**src/rtl/ldpcDecPkg.sv**
```systemverilog
//----------------------------------------
// LDPC decoder shared definitions
// fixed (8,4) code, message widths, status
//----------------------------------------
`default_nettype none

package ldpcDecPkg;

  localparam int cBitNum = 8;  // code length
  localparam int cChkNum = 4;  // parity checks
  localparam int cChkDeg = 4;  // ones in every row of cH
  localparam int cColW   = $clog2(cBitNum);

  typedef logic        [cBitNum-1:0] bitsT;   // one hard-decision codeword
  typedef logic        [cChkNum-1:0] synT;    // one bit per check
  typedef logic                [7:0] iterT;   // iteration count
  typedef logic signed         [3:0] llrT;    // channel llr, negative means 1
  typedef logic signed         [5:0] nodeT;   // saturating node message
  typedef logic                [3:0] tagT;
  typedef logic                [3:0] errT;    // corrected bit count
  typedef logic          [cColW-1:0] colT;    // bit position in the codeword
  typedef bitsT        [cChkNum-1:0] hMatT;
  typedef colT         [cChkDeg-1:0] rowMapT;
  typedef rowMapT      [cChkNum-1:0] edgeMapT;

  // data at bits 0..3
  // rows 0..2 check bits 4..6, row 3 is the overall parity plus row 0
  // so every row keeps weight 4 with the same code space
  localparam hMatT cH = {
    8'b1110_0100,  // row 3
    8'b0100_1110,  // row 2  d1^d2^d3
    8'b0010_1101,  // row 1  d0^d2^d3
    8'b0001_1011   // row 0  d0^d1^d3
  };

  typedef struct packed {
    tagT  tag;
    logic decFail;  // syndrome nonzero at the end
    errT  err;
  } decStatT;

  typedef enum logic [2:0] {IDLE, LOAD, CHECK, VAR, DONE} engStateT;

  // column of the k-th one in each row
  function automatic edgeMapT buildEdgeMap();
    edgeMapT edgeMap;
    int      k;
    edgeMap = '0;
    for (int r = 0; r < cChkNum; r++) begin
      k = 0;
      for (int b = 0; b < cBitNum; b++) begin
        if (cH[r][b]) begin
          edgeMap[r][k] = colT'(b);
          k++;
        end
      end
    end
    return edgeMap;
  endfunction

  localparam edgeMapT cEdgeCol = buildEdgeMap();

endpackage

`default_nettype wire

```
**src/rtl/ldpcCheckNode.sv**
```systemverilog
//----------------------------------------
// LDPC min-sum check node
// one parity row, all edges in parallel
//----------------------------------------
`default_nettype none

module ldpcCheckNode #(
  parameter int pDeg = 4  // row degree
) (
  input  wire ldpcDecPkg::nodeT [pDeg-1:0] v2c,
  output ldpcDecPkg::nodeT      [pDeg-1:0] c2v
);
  import ldpcDecPkg::*;

  localparam int cMagW = $bits(nodeT);
  localparam int cIdxW = (pDeg > 1) ? $clog2(pDeg) : 1;

  typedef logic [cMagW-1:0] magT;

  magT  [pDeg-1:0] mag;
  logic [pDeg-1:0] sgn;
  magT             min1;      // smallest magnitude
  magT             min2;      // second smallest
  logic [cIdxW-1:0] min1Idx;  // edge holding min1
  logic            sgnProd;   // parity of all signs

  // sign and magnitude per edge
  always_comb begin
    for (int e = 0; e < pDeg; e++) begin
      sgn[e] = v2c[e][cMagW-1];
      mag[e] = sgn[e] ? magT'(-v2c[e]) : magT'(v2c[e]);
    end
  end

  // first and second minimum in one pass
  always_comb begin
    min1    = '1;
    min2    = '1;
    min1Idx = '0;
    sgnProd = 1'b0;
    for (int e = 0; e < pDeg; e++) begin
      sgnProd ^= sgn[e];
      if (mag[e] < min1) begin
        min2    = min1;
        min1    = mag[e];
        min1Idx = cIdxW'(e);
      end else if (mag[e] < min2) begin
        min2 = mag[e];
      end
    end
  end

  //----------------------------------------
  // extrinsic output per edge
  //----------------------------------------
  for (genvar e = 0; e < pDeg; e++) begin : gEdge
    magT outMag;
    assign outMag = (min1Idx == cIdxW'(e)) ? min2 : min1;  // skip own edge
    // own sign removed from the product
    assign c2v[e] = (sgnProd ^ sgn[e]) ? nodeT'(-outMag) : nodeT'(outMag);
  end

endmodule

`default_nettype wire

```
**src/rtl/ldpcDecWrp.sv**
```systemverilog
//----------------------------------------
// LDPC decoder top level
// fixed (8,4) code, buffers and engine
//----------------------------------------
`default_nettype none

module ldpcDecWrp #(
  parameter int pLlrNum = 2,  // llr per input beat
  parameter int pDatW   = 4   // bits per output beat
) (
  input  wire logic                           iclk,
  input  wire logic                           rstN,
  input  wire ldpcDecPkg::iterT               niter,
  input  wire logic                           fmode,   // stop on zero syndrome
  // input stream
  input  wire logic                           val,
  input  wire logic                           sop,
  input  wire logic                           eop,
  input  wire ldpcDecPkg::tagT                tag,
  input  wire ldpcDecPkg::llrT [pLlrNum-1:0]  llr,
  input  wire logic                           req,
  output logic                                busy,
  output logic                                rdy,
  output logic                                srcErr,
  // output stream
  output logic                                full,
  output logic                                oVal,
  output logic                                oSop,
  output logic                                oEop,
  output ldpcDecPkg::tagT                     oTag,
  output logic [pDatW-1:0]                    dat,
  output logic                                decFail,
  output ldpcDecPkg::errT                     err
);
  import ldpcDecPkg::*;

  // input buffer to engine
  logic                frameOpen;
  logic                frameVal;
  logic                frameTake;
  llrT  [cBitNum-1:0]  frameLlr;
  tagT                 frameTag;

  // engine to output buffer
  logic                decVal;
  logic                outReady;
  logic                active;
  bitsT                decBits;
  decStatT             decStat;

  //----------------------------------------
  // datapath
  //----------------------------------------
  ldpcLlrBuffer #(.pLlrNum(pLlrNum)) u_ldpcLlrBuffer (
    .iclk      (iclk),
    .rstN      (rstN),
    .val       (val),
    .sop       (sop),
    .eop       (eop),
    .tag       (tag),
    .llr       (llr),
    .frameTake (frameTake),
    .rdy       (rdy),
    .srcErr    (srcErr),
    .frameOpen (frameOpen),
    .frameVal  (frameVal),
    .frameLlr  (frameLlr),
    .frameTag  (frameTag)
  );

  ldpcIterEngine u_ldpcIterEngine (
    .iclk      (iclk),
    .rstN      (rstN),
    .niter     (niter),
    .fmode     (fmode),
    .frameVal  (frameVal),
    .frameLlr  (frameLlr),
    .frameTag  (frameTag),
    .outReady  (outReady),
    .frameTake (frameTake),
    .decVal    (decVal),
    .decBits   (decBits),
    .decStat   (decStat),
    .active    (active)
  );

  ldpcOutBuffer #(.pDatW(pDatW)) u_ldpcOutBuffer (
    .iclk     (iclk),
    .rstN     (rstN),
    .decVal   (decVal),
    .decBits  (decBits),
    .decStat  (decStat),
    .req      (req),
    .outReady (outReady),
    .full     (full),
    .val      (oVal),
    .sop      (oSop),
    .eop      (oEop),
    .tag      (oTag),
    .dat      (dat),
    .decFail  (decFail),
    .err      (err)
  );

  // any frame between accepted sop and the last output beat
  assign busy = frameOpen | frameVal | active | full;

endmodule

`default_nettype wire

```
**src/rtl/ldpcIterEngine.sv**
```systemverilog
//----------------------------------------
// LDPC flooding min-sum iteration engine
// check and variable update, syndrome,
// hard decision and per frame status
//----------------------------------------
`default_nettype none

module ldpcIterEngine (
  input  wire logic                                   iclk,
  input  wire logic                                   rstN,
  input  wire ldpcDecPkg::iterT                       niter,      // requested iterations
  input  wire logic                                   fmode,      // early stop
  input  wire logic                                   frameVal,
  input  wire ldpcDecPkg::llrT [ldpcDecPkg::cBitNum-1:0] frameLlr,
  input  wire ldpcDecPkg::tagT                        frameTag,
  input  wire logic                                   outReady,
  output logic                                        frameTake,
  output logic                                        decVal,
  output ldpcDecPkg::bitsT                            decBits,
  output ldpcDecPkg::decStatT                         decStat,
  output logic                                        active
);
  import ldpcDecPkg::*;

  localparam int cNodeMax = 2 ** ($bits(nodeT) - 1) - 1;  // symmetric range
  localparam int cNodeMsb = $bits(nodeT) - 1;
  localparam int cLlrMsb  = $bits(llrT) - 1;

  typedef nodeT [cChkDeg-1:0] rowMsgT;

  engStateT              state;
  iterT                  iterLeft;
  llrT   [cBitNum-1:0]   chLlr;     // channel llr of the frame
  tagT                   tagReg;
  rowMsgT [cChkNum-1:0]  v2cReg;    // per edge, row major
  rowMsgT [cChkNum-1:0]  c2vReg;
  rowMsgT [cChkNum-1:0]  c2vW;      // from the check nodes
  rowMsgT [cChkNum-1:0]  v2cW;      // next variable messages
  nodeT  [cBitNum-1:0]   totalW;    // posterior per bit
  bitsT                  chSign;
  bitsT                  hardReg;
  bitsT                  hardW;
  synT                   synW;
  synT                   synDone;
  errT                   errCnt;
  logic                  stopW;

  function automatic nodeT satNode(input int x);
    if (x > cNodeMax) begin
      return nodeT'(cNodeMax);
    end
    if (x < -cNodeMax) begin
      return nodeT'(-cNodeMax);
    end
    return nodeT'(x);
  endfunction

  function automatic synT calcSyn(input bitsT bits);
    synT syn;
    for (int r = 0; r < cChkNum; r++) begin
      syn[r] = ^(bits & cH[r]);
    end
    return syn;
  endfunction

  //----------------------------------------
  // check nodes, one per row of cH
  //----------------------------------------
  for (genvar r = 0; r < cChkNum; r++) begin : gChk
    ldpcCheckNode #(.pDeg(cChkDeg)) u_ldpcCheckNode (
      .v2c (v2cReg[r]),
      .c2v (c2vW[r])
    );
  end

  // variable nodes, edges mapped to bits by cEdgeCol
  always_comb begin
    int sum [cBitNum];
    for (int b = 0; b < cBitNum; b++) begin
      sum[b] = int'(chLlr[b]);
    end
    for (int r = 0; r < cChkNum; r++) begin
      for (int k = 0; k < cChkDeg; k++) begin
        sum[cEdgeCol[r][k]] += int'(c2vReg[r][k]);
      end
    end
    for (int b = 0; b < cBitNum; b++) begin
      totalW[b] = satNode(sum[b]);
      hardW[b]  = totalW[b][cNodeMsb];  // negative total decides 1
      chSign[b] = chLlr[b][cLlrMsb];
    end
    for (int r = 0; r < cChkNum; r++) begin
      for (int k = 0; k < cChkDeg; k++) begin
        // extrinsic, own edge contribution removed
        v2cW[r][k] = satNode(int'(totalW[cEdgeCol[r][k]]) - int'(c2vReg[r][k]));
      end
    end
  end

  assign synW  = calcSyn(hardW);
  assign stopW = (fmode && (synW == '0)) || (iterLeft == iterT'(1));

  //----------------------------------------
  // state machine
  //----------------------------------------
  always_ff @(posedge iclk or negedge rstN) begin
    if (!rstN) begin
      state    <= IDLE;
      iterLeft <= '0;
    end else begin
      case (state)
        IDLE: if (frameVal) begin
          state <= LOAD;
        end
        LOAD: begin
          iterLeft <= niter;
          state    <= (niter == '0) ? DONE : CHECK;
        end
        CHECK: state <= VAR;
        VAR: begin
          iterLeft <= iterLeft - 1'b1;
          state    <= stopW ? DONE : CHECK;
        end
        DONE: if (outReady) begin
          state <= frameVal ? LOAD : IDLE;  // next frame may wait already
        end
        default: state <= IDLE;
      endcase
    end
  end

  // message and decision registers
  always_ff @(posedge iclk) begin
    case (state)
      LOAD: begin
        chLlr  <= frameLlr;
        tagReg <= frameTag;
        for (int r = 0; r < cChkNum; r++) begin
          for (int k = 0; k < cChkDeg; k++) begin
            v2cReg[r][k] <= nodeT'(frameLlr[cEdgeCol[r][k]]);  // sign extend
          end
        end
        for (int b = 0; b < cBitNum; b++) begin
          hardReg[b] <= frameLlr[b][cLlrMsb];  // result when niter is 0
        end
      end
      CHECK: c2vReg <= c2vW;
      VAR: begin
        v2cReg  <= v2cW;
        hardReg <= hardW;
      end
      default: begin
      end
    endcase
  end

  // status of the final decision
  always_comb begin
    errCnt = '0;
    for (int b = 0; b < cBitNum; b++) begin
      errCnt += errT'(hardReg[b] ^ chSign[b]);
    end
  end

  assign synDone   = calcSyn(hardReg);
  assign frameTake = (state == LOAD);
  assign decVal    = (state == DONE);
  assign active    = (state != IDLE);
  assign decBits   = hardReg;
  assign decStat   = '{tag: tagReg, decFail: |synDone, err: errCnt};

  aStateLegal: assert property (@(posedge iclk) disable iff (!rstN)
    state inside {IDLE, LOAD, CHECK, VAR, DONE});

endmodule

`default_nettype wire

```
**src/rtl/ldpcLlrBuffer.sv**
```systemverilog
//----------------------------------------
// LDPC input LLR buffer
// gathers framed beats into one frame
//----------------------------------------
`default_nettype none

module ldpcLlrBuffer #(
  parameter int pLlrNum = 2  // llr per beat
) (
  input  wire logic                                  iclk,
  input  wire logic                                  rstN,
  input  wire logic                                  val,
  input  wire logic                                  sop,
  input  wire logic                                  eop,
  input  wire ldpcDecPkg::tagT                       tag,
  input  wire ldpcDecPkg::llrT [pLlrNum-1:0]         llr,
  input  wire logic                                  frameTake,   // engine loads frame
  output logic                                       rdy,
  output logic                                       srcErr,      // beat while not ready
  output logic                                       frameOpen,   // sop seen, eop pending
  output logic                                       frameVal,    // full frame held
  output ldpcDecPkg::llrT [ldpcDecPkg::cBitNum-1:0]  frameLlr,
  output ldpcDecPkg::tagT                            frameTag
);
  import ldpcDecPkg::*;

  localparam int cBeatNum = cBitNum / pLlrNum;
  localparam int cCntW    = (cBeatNum > 1) ? $clog2(cBeatNum) : 1;

  logic [cCntW-1:0] beatCnt;  // next beat slot
  logic [cCntW-1:0] beatIdx;  // slot of the current beat
  logic             beatAcc;

  assign rdy     = !frameVal;             // one frame deep
  assign beatAcc = val && rdy;
  assign beatIdx = sop ? '0 : beatCnt;    // sop restarts placement

  //----------------------------------------
  // frame control
  //----------------------------------------
  always_ff @(posedge iclk or negedge rstN) begin
    if (!rstN) begin
      beatCnt   <= '0;
      frameOpen <= 1'b0;
      frameVal  <= 1'b0;
      srcErr    <= 1'b0;
    end else begin
      srcErr <= val && !rdy;  // beat is dropped
      if (beatAcc) begin
        beatCnt   <= beatIdx + 1'b1;
        frameOpen <= !eop;
        frameVal  <= eop;     // rdy drops next cycle
      end else if (frameTake) begin
        frameVal  <= 1'b0;
      end
    end
  end

  // llr storage, lowest positions first
  always_ff @(posedge iclk) begin
    if (beatAcc) begin
      frameLlr[beatIdx*pLlrNum +: pLlrNum] <= llr;
      if (sop) begin
        frameTag <= tag;
      end
    end
  end

  // source must close the frame exactly on its last beat
  aEopLast: assert property (@(posedge iclk) disable iff (!rstN)
    (beatAcc && eop) |-> (beatIdx == cCntW'(cBeatNum - 1)));

endmodule

`default_nettype wire

```
**src/rtl/ldpcOutBuffer.sv**
```systemverilog
//----------------------------------------
// LDPC output buffer
// one decoded frame, streamed on request
//----------------------------------------
`default_nettype none

module ldpcOutBuffer #(
  parameter int pDatW = 4  // bits per beat
) (
  input  wire logic                 iclk,
  input  wire logic                 rstN,
  input  wire logic                 decVal,
  input  wire ldpcDecPkg::bitsT     decBits,
  input  wire ldpcDecPkg::decStatT  decStat,
  input  wire logic                 req,       // sink request
  output logic                      outReady,
  output logic                      full,
  output logic                      val,
  output logic                      sop,
  output logic                      eop,
  output ldpcDecPkg::tagT           tag,
  output logic [pDatW-1:0]          dat,
  output logic                      decFail,
  output ldpcDecPkg::errT           err
);
  import ldpcDecPkg::*;

  localparam int cBeatNum = cBitNum / pDatW;
  localparam int cCntW    = (cBeatNum > 1) ? $clog2(cBeatNum) : 1;

  logic [cCntW-1:0] beatCnt;
  logic             lastBeat;
  logic             sendBeat;
  logic             frameLoad;
  bitsT             bitsReg;
  decStatT          statReg;

  assign outReady  = !full;
  assign frameLoad = decVal && outReady;
  assign lastBeat  = (beatCnt == cCntW'(cBeatNum - 1));
  assign sendBeat  = full && req && !(val && eop);  // stop after eop

  //----------------------------------------
  // beat control
  //----------------------------------------
  always_ff @(posedge iclk or negedge rstN) begin
    if (!rstN) begin
      full    <= 1'b0;
      val     <= 1'b0;
      sop     <= 1'b0;
      eop     <= 1'b0;
      beatCnt <= '0;
    end else begin
      val <= sendBeat;
      if (sendBeat) begin
        sop     <= (beatCnt == '0);
        eop     <= lastBeat;
        beatCnt <= lastBeat ? '0 : beatCnt + 1'b1;
      end
      if (frameLoad) begin
        full <= 1'b1;
      end else if (val && eop) begin
        full <= 1'b0;  // freed once the eop beat is out
      end
    end
  end

  always_ff @(posedge iclk) begin
    if (frameLoad) begin
      bitsReg <= decBits;
      statReg <= decStat;
    end
    if (sendBeat) begin
      dat <= bitsReg[beatCnt*pDatW +: pDatW];  // lowest bits first
    end
  end

  // status held for the whole frame
  assign tag     = statReg.tag;
  assign decFail = statReg.decFail;
  assign err     = statReg.err;

  aValFull: assert property (@(posedge iclk) disable iff (!rstN) val |-> full);

endmodule

`default_nettype wire

```
**config.mk**
```make
export PLATFORM = sky130hd
export DESIGN_NAME = ldpcDecWrp
export DESIGN_NICKNAME = d
export VERILOG_FILES = /design/src/rtl/ldpcDecPkg.sv /design/src/rtl/ldpcCheckNode.sv /design/src/rtl/ldpcDecWrp.sv /design/src/rtl/ldpcIterEngine.sv /design/src/rtl/ldpcLlrBuffer.sv /design/src/rtl/ldpcOutBuffer.sv
export SDC_FILE = /design/constraint.sdc
export NUM_CORES = 1
export LEC_CHECK = 0
export BUFFER_PORTS_ARGS = -buffer_cell sky130_fd_sc_hd__buf_4
export CORE_UTILIZATION = 25
export CTS_CLUSTER_DIAMETER = 150
export DETAILED_ROUTE_END_ITERATION = 16
export HOLD_SLACK_MARGIN = 0.06
export MAX_ROUTING_LAYER = met4
export SLEW_MARGIN = 20
export SYNTH_ARGS = -nofsm -noshare
export SYNTH_HDL_FRONTEND = slang
export SYNTH_SLANG_ARGS = --single-unit
```
**constraint.sdc**
```tcl
create_clock -name iclk -period 7.4 [get_ports iclk]
set_input_delay 0 -clock iclk [delete_from_list [all_inputs] [get_ports iclk]]
set_output_delay 0 -clock iclk [all_outputs]
set_load 0.01 [all_outputs]
```
Word level (Yosys, flattened, before mapping)
Index checks and enable logic that the tools add are counted.

operators by class
  $add $sub $neg = 75
  $mul = 0
  div/mod/pow operators = 0
  $lt $le $gt $ge = 76
  equality and inequality tests = 19
  shift-type cells = 6
  mux-type cells = 284
  bitwise gates (word level) = 40
  reduce and logical (&&, ||, !) cells = 34

operators by type and width
  cell                                                   number
  2-to-1 mux 6 bit                                       184
  > comparator 32 x 6 -> 1 bit (second input constant)   24
  < comparator 32 x 6 -> 1 bit (second input constant)   24
  negation 6 bit                                         32
  one-hot mux 96 bit (2 select lines)                    1
  variable part select 2 x 34 -> 8 bit                   4
  < comparator 6 bit                                     20
  subtractor 6 x 6 -> 7 bit                              16
  2-to-1 mux 1 bit                                       82
  adder 32 x 6 -> 32 bit                                 2
  parity 8 bit                                           8
  adder 4 x 6 -> 7 bit                                   8
  adder 7 x 6 -> 8 bit                                   6
  < comparator 6 bit (second input constant)             8
  bitwise XOR 1 bit                                      36
  negation 3 -> 34 bit                                   1
  variable shift 2 x 34 -> 8 bit (first input constant)  1
  bitwise mux 32 bit                                     1
  one-hot mux 8 bit (2 select lines)                     2
  adder 4 bit                                            7
  2-to-1 mux 2 bit                                       9
  == test 2 bit (second input constant)                  8
  one-hot mux 3 bit (5 select lines)                     1
  2-to-1 mux 3 bit                                       4
  other kinds (23)                                       45

word-level totals
  bits in registers = 314
  latch bits = 0
  bits in writable memories = 0
  bits in read-only memories = 0
  input bits = 27
  output and inout bits = 20
  logic and storage cells = 601
  memories kept = 0

Depth between registers and ports, before layout
Gate-level depths: netlist (run 1).

  depth in word-level cells = 15
  mapped depth = 37
  gate-level depth less buffers = 34

By module
From an unflattened synthesis (run 1), not the netlist that was laid out.

second synthesis, totals
  cells, all modules = 3325
  area, all modules = 30782.0 um2

modules (own cells, without submodules)
  module          instances  cells each  area each (um2)  seq. area each (um2)
  ldpcIterEngine  1          1627        17330.4          7362.1
  ldpcCheckNode   4          386         2708.8           0.0
  ldpcLlrBuffer   1          113         1767.9           1206.2
  ldpcOutBuffer   1          40          840.8            730.7
  ldpcDecWrp      1          1           7.5              0.0

Least setup slack after synthesis (run 1)
No wires, ideal clock.

  path type = register to register
  from = register u_ldpcIterEngine.c2vReg[13] (netlist name)
  to = register u_ldpcIterEngine.v2cReg[60] (netlist name), data pin
  setup time = 261 ps
  data arrival time = 7118 ps
  data required time = 7139 ps
  setup slack = 21 ps
  stages on the path, launching flop included = 29
  clock period less this slack = 7379 ps
  path through = edfxtp_1 -> inv_1 -> fa_1 -> inv_1 -> ha_1 -> fa_1 -> a21o_1 -> a21oi_1 -> o211ai_1 -> o21ai_0 -> inv_1 -> fa_1 -> fa_1 -> nor4b_1 -> nand2_1 -> nor4_1 -> o21ai_0 -> o41a_1 -> o21bai_1 -> ha_1 -> a21o_1 -> a21o_1 -> a21o_1 -> a21oi_1 -> xnor2_1 -> o31a_1 -> o21ai_0 -> inv_1 -> a31oi_1

between the ends
  cells in the longest elaborated chain, start to end = 15
  elaborated cells between the ends (all ways) = 21
  those cells by class = add/sub (4); order compare (4); mux (13)

RTL lines
  what                                   line                   text
  start: declaration                     ldpcIterEngine.sv:36   rowMsgT [cChkNum-1:0] c2vReg;
  start signal: assignment               ldpcIterEngine.sv:147  CHECK: c2vReg <= c2vW;
  adder 4 x 6 -> 7 bit *                 ldpcIterEngine.sv:84   sum[cEdgeCol[r][k]] += int'(c2vReg[r][k]);
  adder 7 x 6 -> 8 bit *                 ldpcIterEngine.sv:84
  adder 32 x 6 -> 32 bit *               ldpcIterEngine.sv:84
  < comparator 32 x 6 -> 1 bit           ldpcIterEngine.sv:52   if (x < -cNodeMax) begin
  2-to-1 mux 1 bit (2 in series)         ldpcIterEngine.sv:52
  2-to-1 mux 6 bit                       ldpcIterEngine.sv:55   return nodeT'(x);
  2-to-1 mux 6 bit *                     ldpcIterEngine.sv:52
  subtractor 6 x 6 -> 7 bit *            ldpcIterEngine.sv:95   v2cW[r][k] = satNode(int'(totalW[cEdgeCol[r][k]]) - int'(c2vReg[r][k]));
  < comparator 32 x 6 -> 1 bit           ldpcIterEngine.sv:52
  2-to-1 mux 1 bit (2 in series)         ldpcIterEngine.sv:52
  2-to-1 mux 6 bit                       ldpcIterEngine.sv:55
  2-to-1 mux 6 bit *                     ldpcIterEngine.sv:52
  one-hot mux 96 bit (2 select lines) *  ldpcIterEngine.sv:134  case (state)
  end signal: indexed assignment         ldpcIterEngine.sv:140  v2cReg[r][k] <= nodeT'(frameLlr[cEdgeCol[r][k]]);
  end signal: assignment                 ldpcIterEngine.sv:149  v2cReg <= v2cW;
  end: declaration                       ldpcIterEngine.sv:35   rowMsgT [cChkNum-1:0] v2cReg;

Mark *: on every way between the ends. The rest lies on a longest branch, timed or not. The select of a mux whose other input is x is not followed.
A chain may end at the register's enable or synchronous reset.

Final worst setup path (run 1)
  from = register u_ldpcIterEngine.c2vReg[31] (netlist name)
  to = register u_ldpcIterEngine.v2cReg[30] (netlist name), data pin

between the ends
  cells in the longest elaborated chain, start to end = 15
  elaborated cells between the ends (all ways) = 21
  those cells by class = add/sub (4); order compare (4); mux (13)

RTL lines
  what                                   line
  adder 4 x 6 -> 7 bit                   ldpcIterEngine.sv:84
  adder 7 x 6 -> 8 bit                   ldpcIterEngine.sv:84
  adder 32 x 6 -> 32 bit                 ldpcIterEngine.sv:84
  < comparator 32 x 6 -> 1 bit           ldpcIterEngine.sv:52
  2-to-1 mux 1 bit (2 in series)         ldpcIterEngine.sv:52
  2-to-1 mux 6 bit                       ldpcIterEngine.sv:55
  2-to-1 mux 6 bit                       ldpcIterEngine.sv:52
  subtractor 6 x 6 -> 7 bit *            ldpcIterEngine.sv:95
  < comparator 32 x 6 -> 1 bit           ldpcIterEngine.sv:52
  2-to-1 mux 1 bit (2 in series)         ldpcIterEngine.sv:52
  2-to-1 mux 6 bit                       ldpcIterEngine.sv:55
  2-to-1 mux 6 bit *                     ldpcIterEngine.sv:52
  one-hot mux 96 bit (2 select lines) *  ldpcIterEngine.sv:134

Marks and branches as above.

==> results of run 1 <==
cell usage in the layout, fill, tap and decap left out, drive strengths merged, types with 39 or more instances in the layout:
master / netlist / routed
and2: 39 / 39
nor2: 269 / 269
xnor2: 174 / 174
a21o: 91 / 91
mux2i: 58 / 58
nand2: 230 / 230
ha: 302 / 302
fa: 94 / 94
clkbuf: 49 / 50
nor2b: 56 / 56
a31oi: 61 / 61
xor2: 99 / 99
buf: 22 / 211
inv: 318 / 320
a21oi: 224 / 224
o21ai: 226 / 226
edfxtp: 293 / 293
nand2b: 61 / 61
per-stage QoR:
stage          utilization [%]  cell area (um^2)
5_1_grt                   29.7             34700
2_1_floorplan                -             29500
6_report                  29.7             34700
3_3_place_gp              28.0             32600
3_5_place_dp              28.0             32600
4_1_cts                   29.3             34100
per-layer routing:
metal | GRT usage (%) | up-vias
li1 | - | 11718
met1 | 17.2 | 11425
met2 | 22.1 | 418
met3 | 1.24 | 96
met4 | 3.21 | 0
met5 | - | -
worst max-delay path by stage:
stage                     slack (ns)                   startpoint  cells after the start                           to
final                           0.22  u_ldpcIterEngine.c2vReg[31]                     30  u_ldpcIterEngine.v2cReg[30]
after global routing           -0.06  u_ldpcIterEngine.c2vReg[37]                     30  u_ldpcIterEngine.v2cReg[12]
after CTS                       0.03  u_ldpcIterEngine.c2vReg[13]                     29  u_ldpcIterEngine.v2cReg[14]
after detailed placement       -0.14  u_ldpcIterEngine.c2vReg[13]                     31  u_ldpcIterEngine.v2cReg[12]
after global placement          0.04  u_ldpcIterEngine.c2vReg[13]                     31  u_ldpcIterEngine.v2cReg[12]
after floorplan                 0.02  u_ldpcIterEngine.c2vReg[13]                     28  u_ldpcIterEngine.v2cReg[60]
timing repair:
action / 4_1_cts / 5_1_grt
resized for setup: 2 / 102
pin swaps: 0 / 17
hold buffers: 28 / 0
setup endpoints to repair: 11 / 86
setup buffers: 0 / 19
endpoints found under the hold margin: 82 / 0
layout make-up:
| class | instances | area [um^2] |
|---|---|---|
| Inverter | 318 | 1200 |
| Timing Repair Buffer | 239 | 1880 |
| Sequential cell | 313 | 9300 |
| Fill cell | 12040 | 81900 |
| Clock buffer | 50 | 1060 |
| Tap cell | 1524 | 1910 |
| Clock inverter | 20 | 213 |
| Multi-Input combinational cell | 2455 | 19100 |
sequential cells by signal, summed over array words and instances, names as in the netlist, 2 cells and up:
signal and count:
u_ldpcIterEngine.tagReg 4, u_ldpcIterEngine.iterLeft 8, u_ldpcIterEngine.decBits 8, u_ldpcIterEngine.c2vReg 96, u_ldpcLlrBuffer.beatCnt 2, u_ldpcIterEngine.chLlr 32, u_ldpcIterEngine.state 3, u_ldpcLlrBuffer.frameLlr 32
u_ldpcOutBuffer.err 4, u_ldpcOutBuffer.dat 4, u_ldpcOutBuffer.bitsReg 8, u_ldpcIterEngine.v2cReg 96, u_ldpcOutBuffer.tag 4, u_ldpcLlrBuffer.frameTag 4
critical path: cells and delay by family, from the launching register on:
family / cells / cell delay (ns)
DFF: 1 / 0.35
AOI/OAI and AO/OA: 13 / 2.66
buffers and inverters: 6 / 0.62
xor gates and xnor gates: 1 / 0.19
adders and majority gates: 6 / 2.43
and+or+nand+nor: 4 / 0.66
cell families (layout without fill, tap and decap cells):
group	Yosys count	after routing	share of synthesized area, %
AO/OA/AOI/OAI	850	850	18.9
XOR/XNOR	273	273	8.10
adder cells (fa/ha/maj)	402	402	19.4
buffers and inverters	389	627	5.06
flip-flops	313	313	31.5
multiplexers	91	91	3.27
AND/OR/NAND/NOR	839	839	13.8
==> metrics.md, run 1 <==
| Metric | Value |
|---|---|
| WHS | 0.161 ns |
| Avg Inst Size Synth | 9.34 um^2 |
| Top post-synthesis cells by count | inv_1, ha_1, edfxtp_1 |
| Post-Place Worst Slack | -0.139 ns |
| Synth area leaders | edfxtp_1, ha_1, fa_1 |
| F_max | 0.139 GHz |
| Core box area | 117,000 um^2 |
| Worst Skew | 0.0316 ns |
| WL per Instance | 16.0 um |
| Overall routing resource usage | 13.2% |
| Startpoint Class | register |
| Endpoints failing setup | 0 |
| Worst-Skew Late Latency | 0.59 ns |
| First-pass GRT wire length | 125,000 um |
| Slew Viols, Final | 0 |
| TritonCTS buffer count | 39 |
| DIE AREA | 119,000 um^2 |
| First drt pass iteration count | 7 |
| CTS H-tree depth | 2 |
| Setup TNS | 0 ns |
| Outcome | finished, final reports clean |
| Clk buf depth | 3 |
| Post-DP HPWL | 61,500 um |
| Syn nets | 3,580 |
| Max_cap viols | 0 |
| Via/cell ratio | 4.81 |
| Leading area contributor after synthesis | edfxtp_1 |
| Reg2reg end | u_ldpcIterEngine.v2cReg[30] |
| Slew margin rel. | 27.5% |
| Nets | 3,789 |
| CP max-delay cell | fa_1 |
| Grt ovf | 0 |
| Vias in the first global route | 23,091 |
| # DRC | 0 |
| Antenna diodes | 0 |
| Largest net degree at the start of global routing | 81 |
| Starting Density | 25.3% |
| Period utilization | 97.0% |
| Worst-path clk slew | 0.05 ns |
| Hold Startpoint | tag[0] |
| Crit path DAT | 7.47 ns |
| Sequential area share after synthesis | 31.5% |
| Number of DRC markers in iteration 0 | 1,426 |
| Die width | 346 um |
| Fin worst setup slack | 0.222 ns |
| Detailed Route WL | 78,700 um |
| Initial antenna violation count | 0 |
| Count of cell types in the netlist | 98 |
| Ys Warns | 0 |
| FF+latch count, synth | 313 |
| Worst setup EP type | register |
| Layout cells sized above 1 | 13.0% |
| Worst hold stages | 2 |
| CTS Sinks | 313 |
| Routed wl met3 | 2840 um |
| Tmin final | 7.18 ns |
| Fin cells | 4,919 |
| R2r worst-path depth | 30 |
| CTS tree | done |
| Ys flop type | edfxtp_1 |
| Metal2 WL | 37,700 um |
| Top sig layer | met4 |
| Worst Tran Pin Value | 1.09 ns |
| Final-report hold violation count | 0 |
| RD Place Congestion | 0.904 |
| HP Class | input pin to register |
| Die H | 346 um |
| Critical path required time | 7.69 ns |
| CP Class | register to register |
| Via count | 23,657 |
| Number of flops mapped to enable cells by yosys | 293 |
| IO buf count | 46 |
| Antenna viol nets, final | 0 |
| Origin of the critical flop-to-flop path | u_ldpcIterEngine.c2vReg[31] |
| Area Overhead vs Synth | 17.5% |
| Crit-path max FO | 5 |
| Yosys top cell area share | 29.8% |
| Worst R2R Setup Slack | 0.22 ns |
| I/O pin total | 47 |
| Post-synthesis cell area | 29,500 um^2 |
| Syn Inst Count | 3,157 |
| CTS root buffer | clkbuf_16 |
| Placed cells | 4,802 |
| Share of flip-flops with an asynchronous set or reset | 6.39% |
| Most used standard cell by instance count after synthesis | inv_1 |
| # rows | 125 |
| Met1 wire length | 36,500 um |
| Slowest stage delay, CP | 0.54 ns |
| Hold Path End | u_ldpcLlrBuffer.frameTag[0] |
Power of run 1 is left out: the tool's default activity adds up to more than one toggle a clock period on the data nets, which glitch-free logic cannot reach.
==> run 2: changes to the inputs <==
--- a/config.mk
+++ b/config.mk
@@ -14,4 +14,5 @@
 export SLEW_MARGIN = 20
 export SYNTH_ARGS = -nofsm -noshare
 export SYNTH_HDL_FRONTEND = slang
+export SYNTH_HIERARCHICAL = 1
 export SYNTH_SLANG_ARGS = --single-unit
==> constraint.sdc (replaced) <==
create_clock -name iclk -period 7.4 [get_ports iclk]
set_input_delay 1.11 -clock iclk [delete_from_list [all_inputs] [get_ports iclk]]
set_output_delay 1.11 -clock iclk [all_outputs]
set_load 0.01 [all_outputs]
==> metrics.md, run 2 <==
| Metric | Value |
|---|---|
| WL per Instance | 16.8 um (+5.2%) |
| Critical path's top delay family | compound AO/OA/AOI/OAI gates |
| Die H | 353 um (+2.1%) |
| Finished Cell Area | 35,400 um^2 (+2.2%) |
| Crit path DAT | 7.34 ns (-0.13 ns) |
| First drt pass iteration count | 7 (unchanged) |
| Worst Skew | 0.0137 ns (-0.0178 ns) |
| Hold_buf cts | 0 (-100%) |
| Startpoint Class | register |
| Synth area leaders | edfxtp_1, ha_1, fa_1 |
| Endpoints failing setup | 0 (unchanged) |
| Worst-Skew Late Latency | 0.56 ns (-0.03 ns) |
| Outcome | finished, final reports clean |
| Antenna diodes | 0 (unchanged) |
| Core box area | 122,000 um^2 (+4.6%) |
| Worst Tran Pin Value | 0.892 ns (-0.194 ns) |
| Most frequent cells in the layout | inv_1, edfxtp_1, ha_1, nor2_1, o21ai_0 |
| Antenna viol nets, final | 0 (unchanged) |
| First-pass GRT wire length | 135,000 um (+8.1%) |
| CP Class | register to register |
| Slowest stage delay, CP | 0.52 ns (-0.02 ns) |
| Final-report hold violation count | 0 (unchanged) |
| Via/cell ratio | 4.99 (+3.7%) |
| Setup TNS | 0 ns (unchanged) |
| CTS Sinks | 313 (unchanged) |
| Starting Density | 25.3% (-0.063 points) |
| Ys Warns | 6 (+6) |
| Syn nets | 3,703 (+3.4%) |
| Post-DP HPWL | 68,400 um (+11%) |
| HP Class | register to register |
| Detailed Route WL | 86,500 um (+9.9%) |
| Worst-path clk slew | 0.06 ns (about the same) |
| Filler cells | 12,700 (+5.5%) |
| CTS tree | done |
| Number of flops mapped to enable cells by yosys | 293 (unchanged) |
| Grt ovf | 0 (unchanged) |
| # DRC | 0 (unchanged) |
| Avg Inst Size Synth | 9.26 um^2 (-0.93%) |
| Biggest regs | u_ldpcIterEngine/c2vReg: 96 flops, u_ldpcIterEngine/v2cReg: 96 flops |
| Share of flip-flops with an asynchronous set or reset | 6.39% (unchanged) |
| Post-synthesis cell area | 30,800 um^2 (+4.3%) |
| DIE AREA | 125,000 um^2 (+4.3%) |
| Worst setup EP type | register |
| Nets | 3,864 (+2.0%) |
| CTS H-tree depth | 2 (unchanged) |
| Ys flop type | edfxtp_1 |
| Number of DRC markers in iteration 0 | 1,918 (+35%) |
| Leading area contributor after synthesis | edfxtp_1 |
| Syn Inst Count | 3,325 (+5.3%) |
| FF+latch count, synth | 313 (unchanged) |
| Placed cell area | 33,700 um^2 (+3.3%) |
| IO buf count | 46 (unchanged) |
| Crit-path max FO | 7 (+2) |
| F_max | 0.142 GHz (+2.1%) |
| Yosys top cell area share | 28.6% (-1.2 points) |
| Worst path most repeated cell | ha_1 |
| Buffers & Inverters on Critical Path | 4 (-2) |
| Largest net degree at the start of global routing | 60 (-26%) |
| Sequential area share after synthesis | 30.2% (-1.3 points) |
| Tmin final | 7.03 ns (-0.144 ns) |
| Count of cell types in the netlist | 108 (+10%) |
| Slew margin rel. | 39.9% (+12 points) |
| Initial antenna violation count | 0 (unchanged) |
| Most used standard cell by instance count after synthesis | inv_1 |
| Critical path required time | 7.71 ns (+0.02 ns) |
| CP max-delay cell | or4_1 |
| Top post-synthesis cells by count | inv_1, edfxtp_1, ha_1 |
| Most common library cell in the layout ignoring fill and taps | inv_1 |
| Slew Viols, Final | 0 (unchanged) |
| CTS root buffer | clkbuf_16 |
| Die width | 353 um (+2.1%) |
| Period utilization | 95.1% (-1.9 points) |
| # rows | 128 (+2.4%) |
| Clk buf depth | 3 (unchanged) |
| Via count | 25,622 (+8.3%) |
| TritonCTS buffer count | 38 (-2.6%) |
| I/O pin total | 47 (unchanged) |
| Area Overhead vs Synth | 15.1% |
| RD Place Congestion | 0.936 (+3.6%) |
| Layout cells sized above 1 | 12.6% (-0.41 points) |
| Max_cap viols | 0 (unchanged) |
| Overall routing resource usage | 13.7% (+0.51 points) |
| Vias in the first global route | 24,441 (+5.8%) |
==> run 2: cell count changes after synthesis, moves of 27 or more <==
cell	before	now
a21oi_1	216	185
nor2b_1	56	94
nand2b_1	60	90
o21ai_1	16	43
nand2_1	230	199
ha_1	302	275
nand3_1	34	61
a32oi_1	0	29
==> run 2: logic make-up (layout without fill, tap and decap cells) <==
group / after synthesis / in the layout / synth area share, %
and+or+nand+nor: 958 / 958 / 16.4
DFF: 313 / 313 / 30.2
muxes: 94 / 94 / 3.19
adders and majority gates: 358 / 358 / 16.3
AOI/OAI and AO/OA: 946 / 949 / 21.6
xor gates and xnor gates: 242 / 242 / 6.93
buffers and inverters: 414 / 598 / 5.34
==> run 2: area by class of cell <==
| type | count | area, um^2 | share of cell area [%] |
|---|---|---|---|
| Tap cell | 1625 | 2030 | 5.74 |
| Multi-Input combinational cell | 2601 | 20100 | 56.6 |
| Clock buffer | 47 | 1060 | 2.99 |
| Clock inverter | 19 | 240 | 0.678 |
| Sequential cell | 313 | 9300 | 26.2 |
| Timing Repair Buffer | 192 | 1450 | 4.10 |
| Inverter | 340 | 1280 | 3.62 |
==> run 2: timing repair <==
action	in CTS	in global routing
setup buffers	0	36
resized for setup	0	41
setup endpoints to repair	0	59
hold endpoints to repair	0	0
==> run 2: worst paths after layout <==
| kind | slack (ns) | cells after the start | start | end |
|---|---|---|---|---|
| worst max register to register | 0.37 | 31 | u_ldpcIterEngine/v2cReg[54] | u_ldpcIterEngine/c2vReg[58] |
| max in group asynchronous | 6.74 | 1 | rstN | u_ldpcIterEngine/iterLeft[4] |
| worst max-delay path | 0.37 | 31 | u_ldpcIterEngine/v2cReg[54] | u_ldpcIterEngine/c2vReg[58] |
| worst min-delay path | 0.42 | 0 | u_ldpcIterEngine/tagReg[1] | u_ldpcOutBuffer/tag[1] |
| worst min register to register | 0.42 | 0 | u_ldpcIterEngine/tagReg[1] | u_ldpcOutBuffer/tag[1] |
| min in group asynchronous | 0.43 | 1 | rstN | u_ldpcIterEngine/iterLeft[5] |
==> run 2: per-stage QoR <==
stage | std cells | hold WS (ns) | setup slack [ns] | util, %
after detailed placement | 5032 | 0.407 | 0.0997 | 27.6
after global routing | 5137 | 0.431 | -0.0469 | 29.1
after floorplan | 3325 | 0.400 | 0.307 | -
final | 5137 | 0.418 | 0.366 | 29.1
after global placement | 5032 | 0.401 | 0.199 | 27.6
after CTS | 5098 | 0.417 | 0.0635 | 28.7
==> run 2: per-layer routing <==
layer	vias up	part of all wire (%)	GRT usage, %
met3	138	4.6	1.15
met1	12349	48	18.7
met5	-	0	-
met2	702	45	21.9
met4	0	2.2	3.46
li1	12433	-	-
Power of run 2 is left out for the same reason.
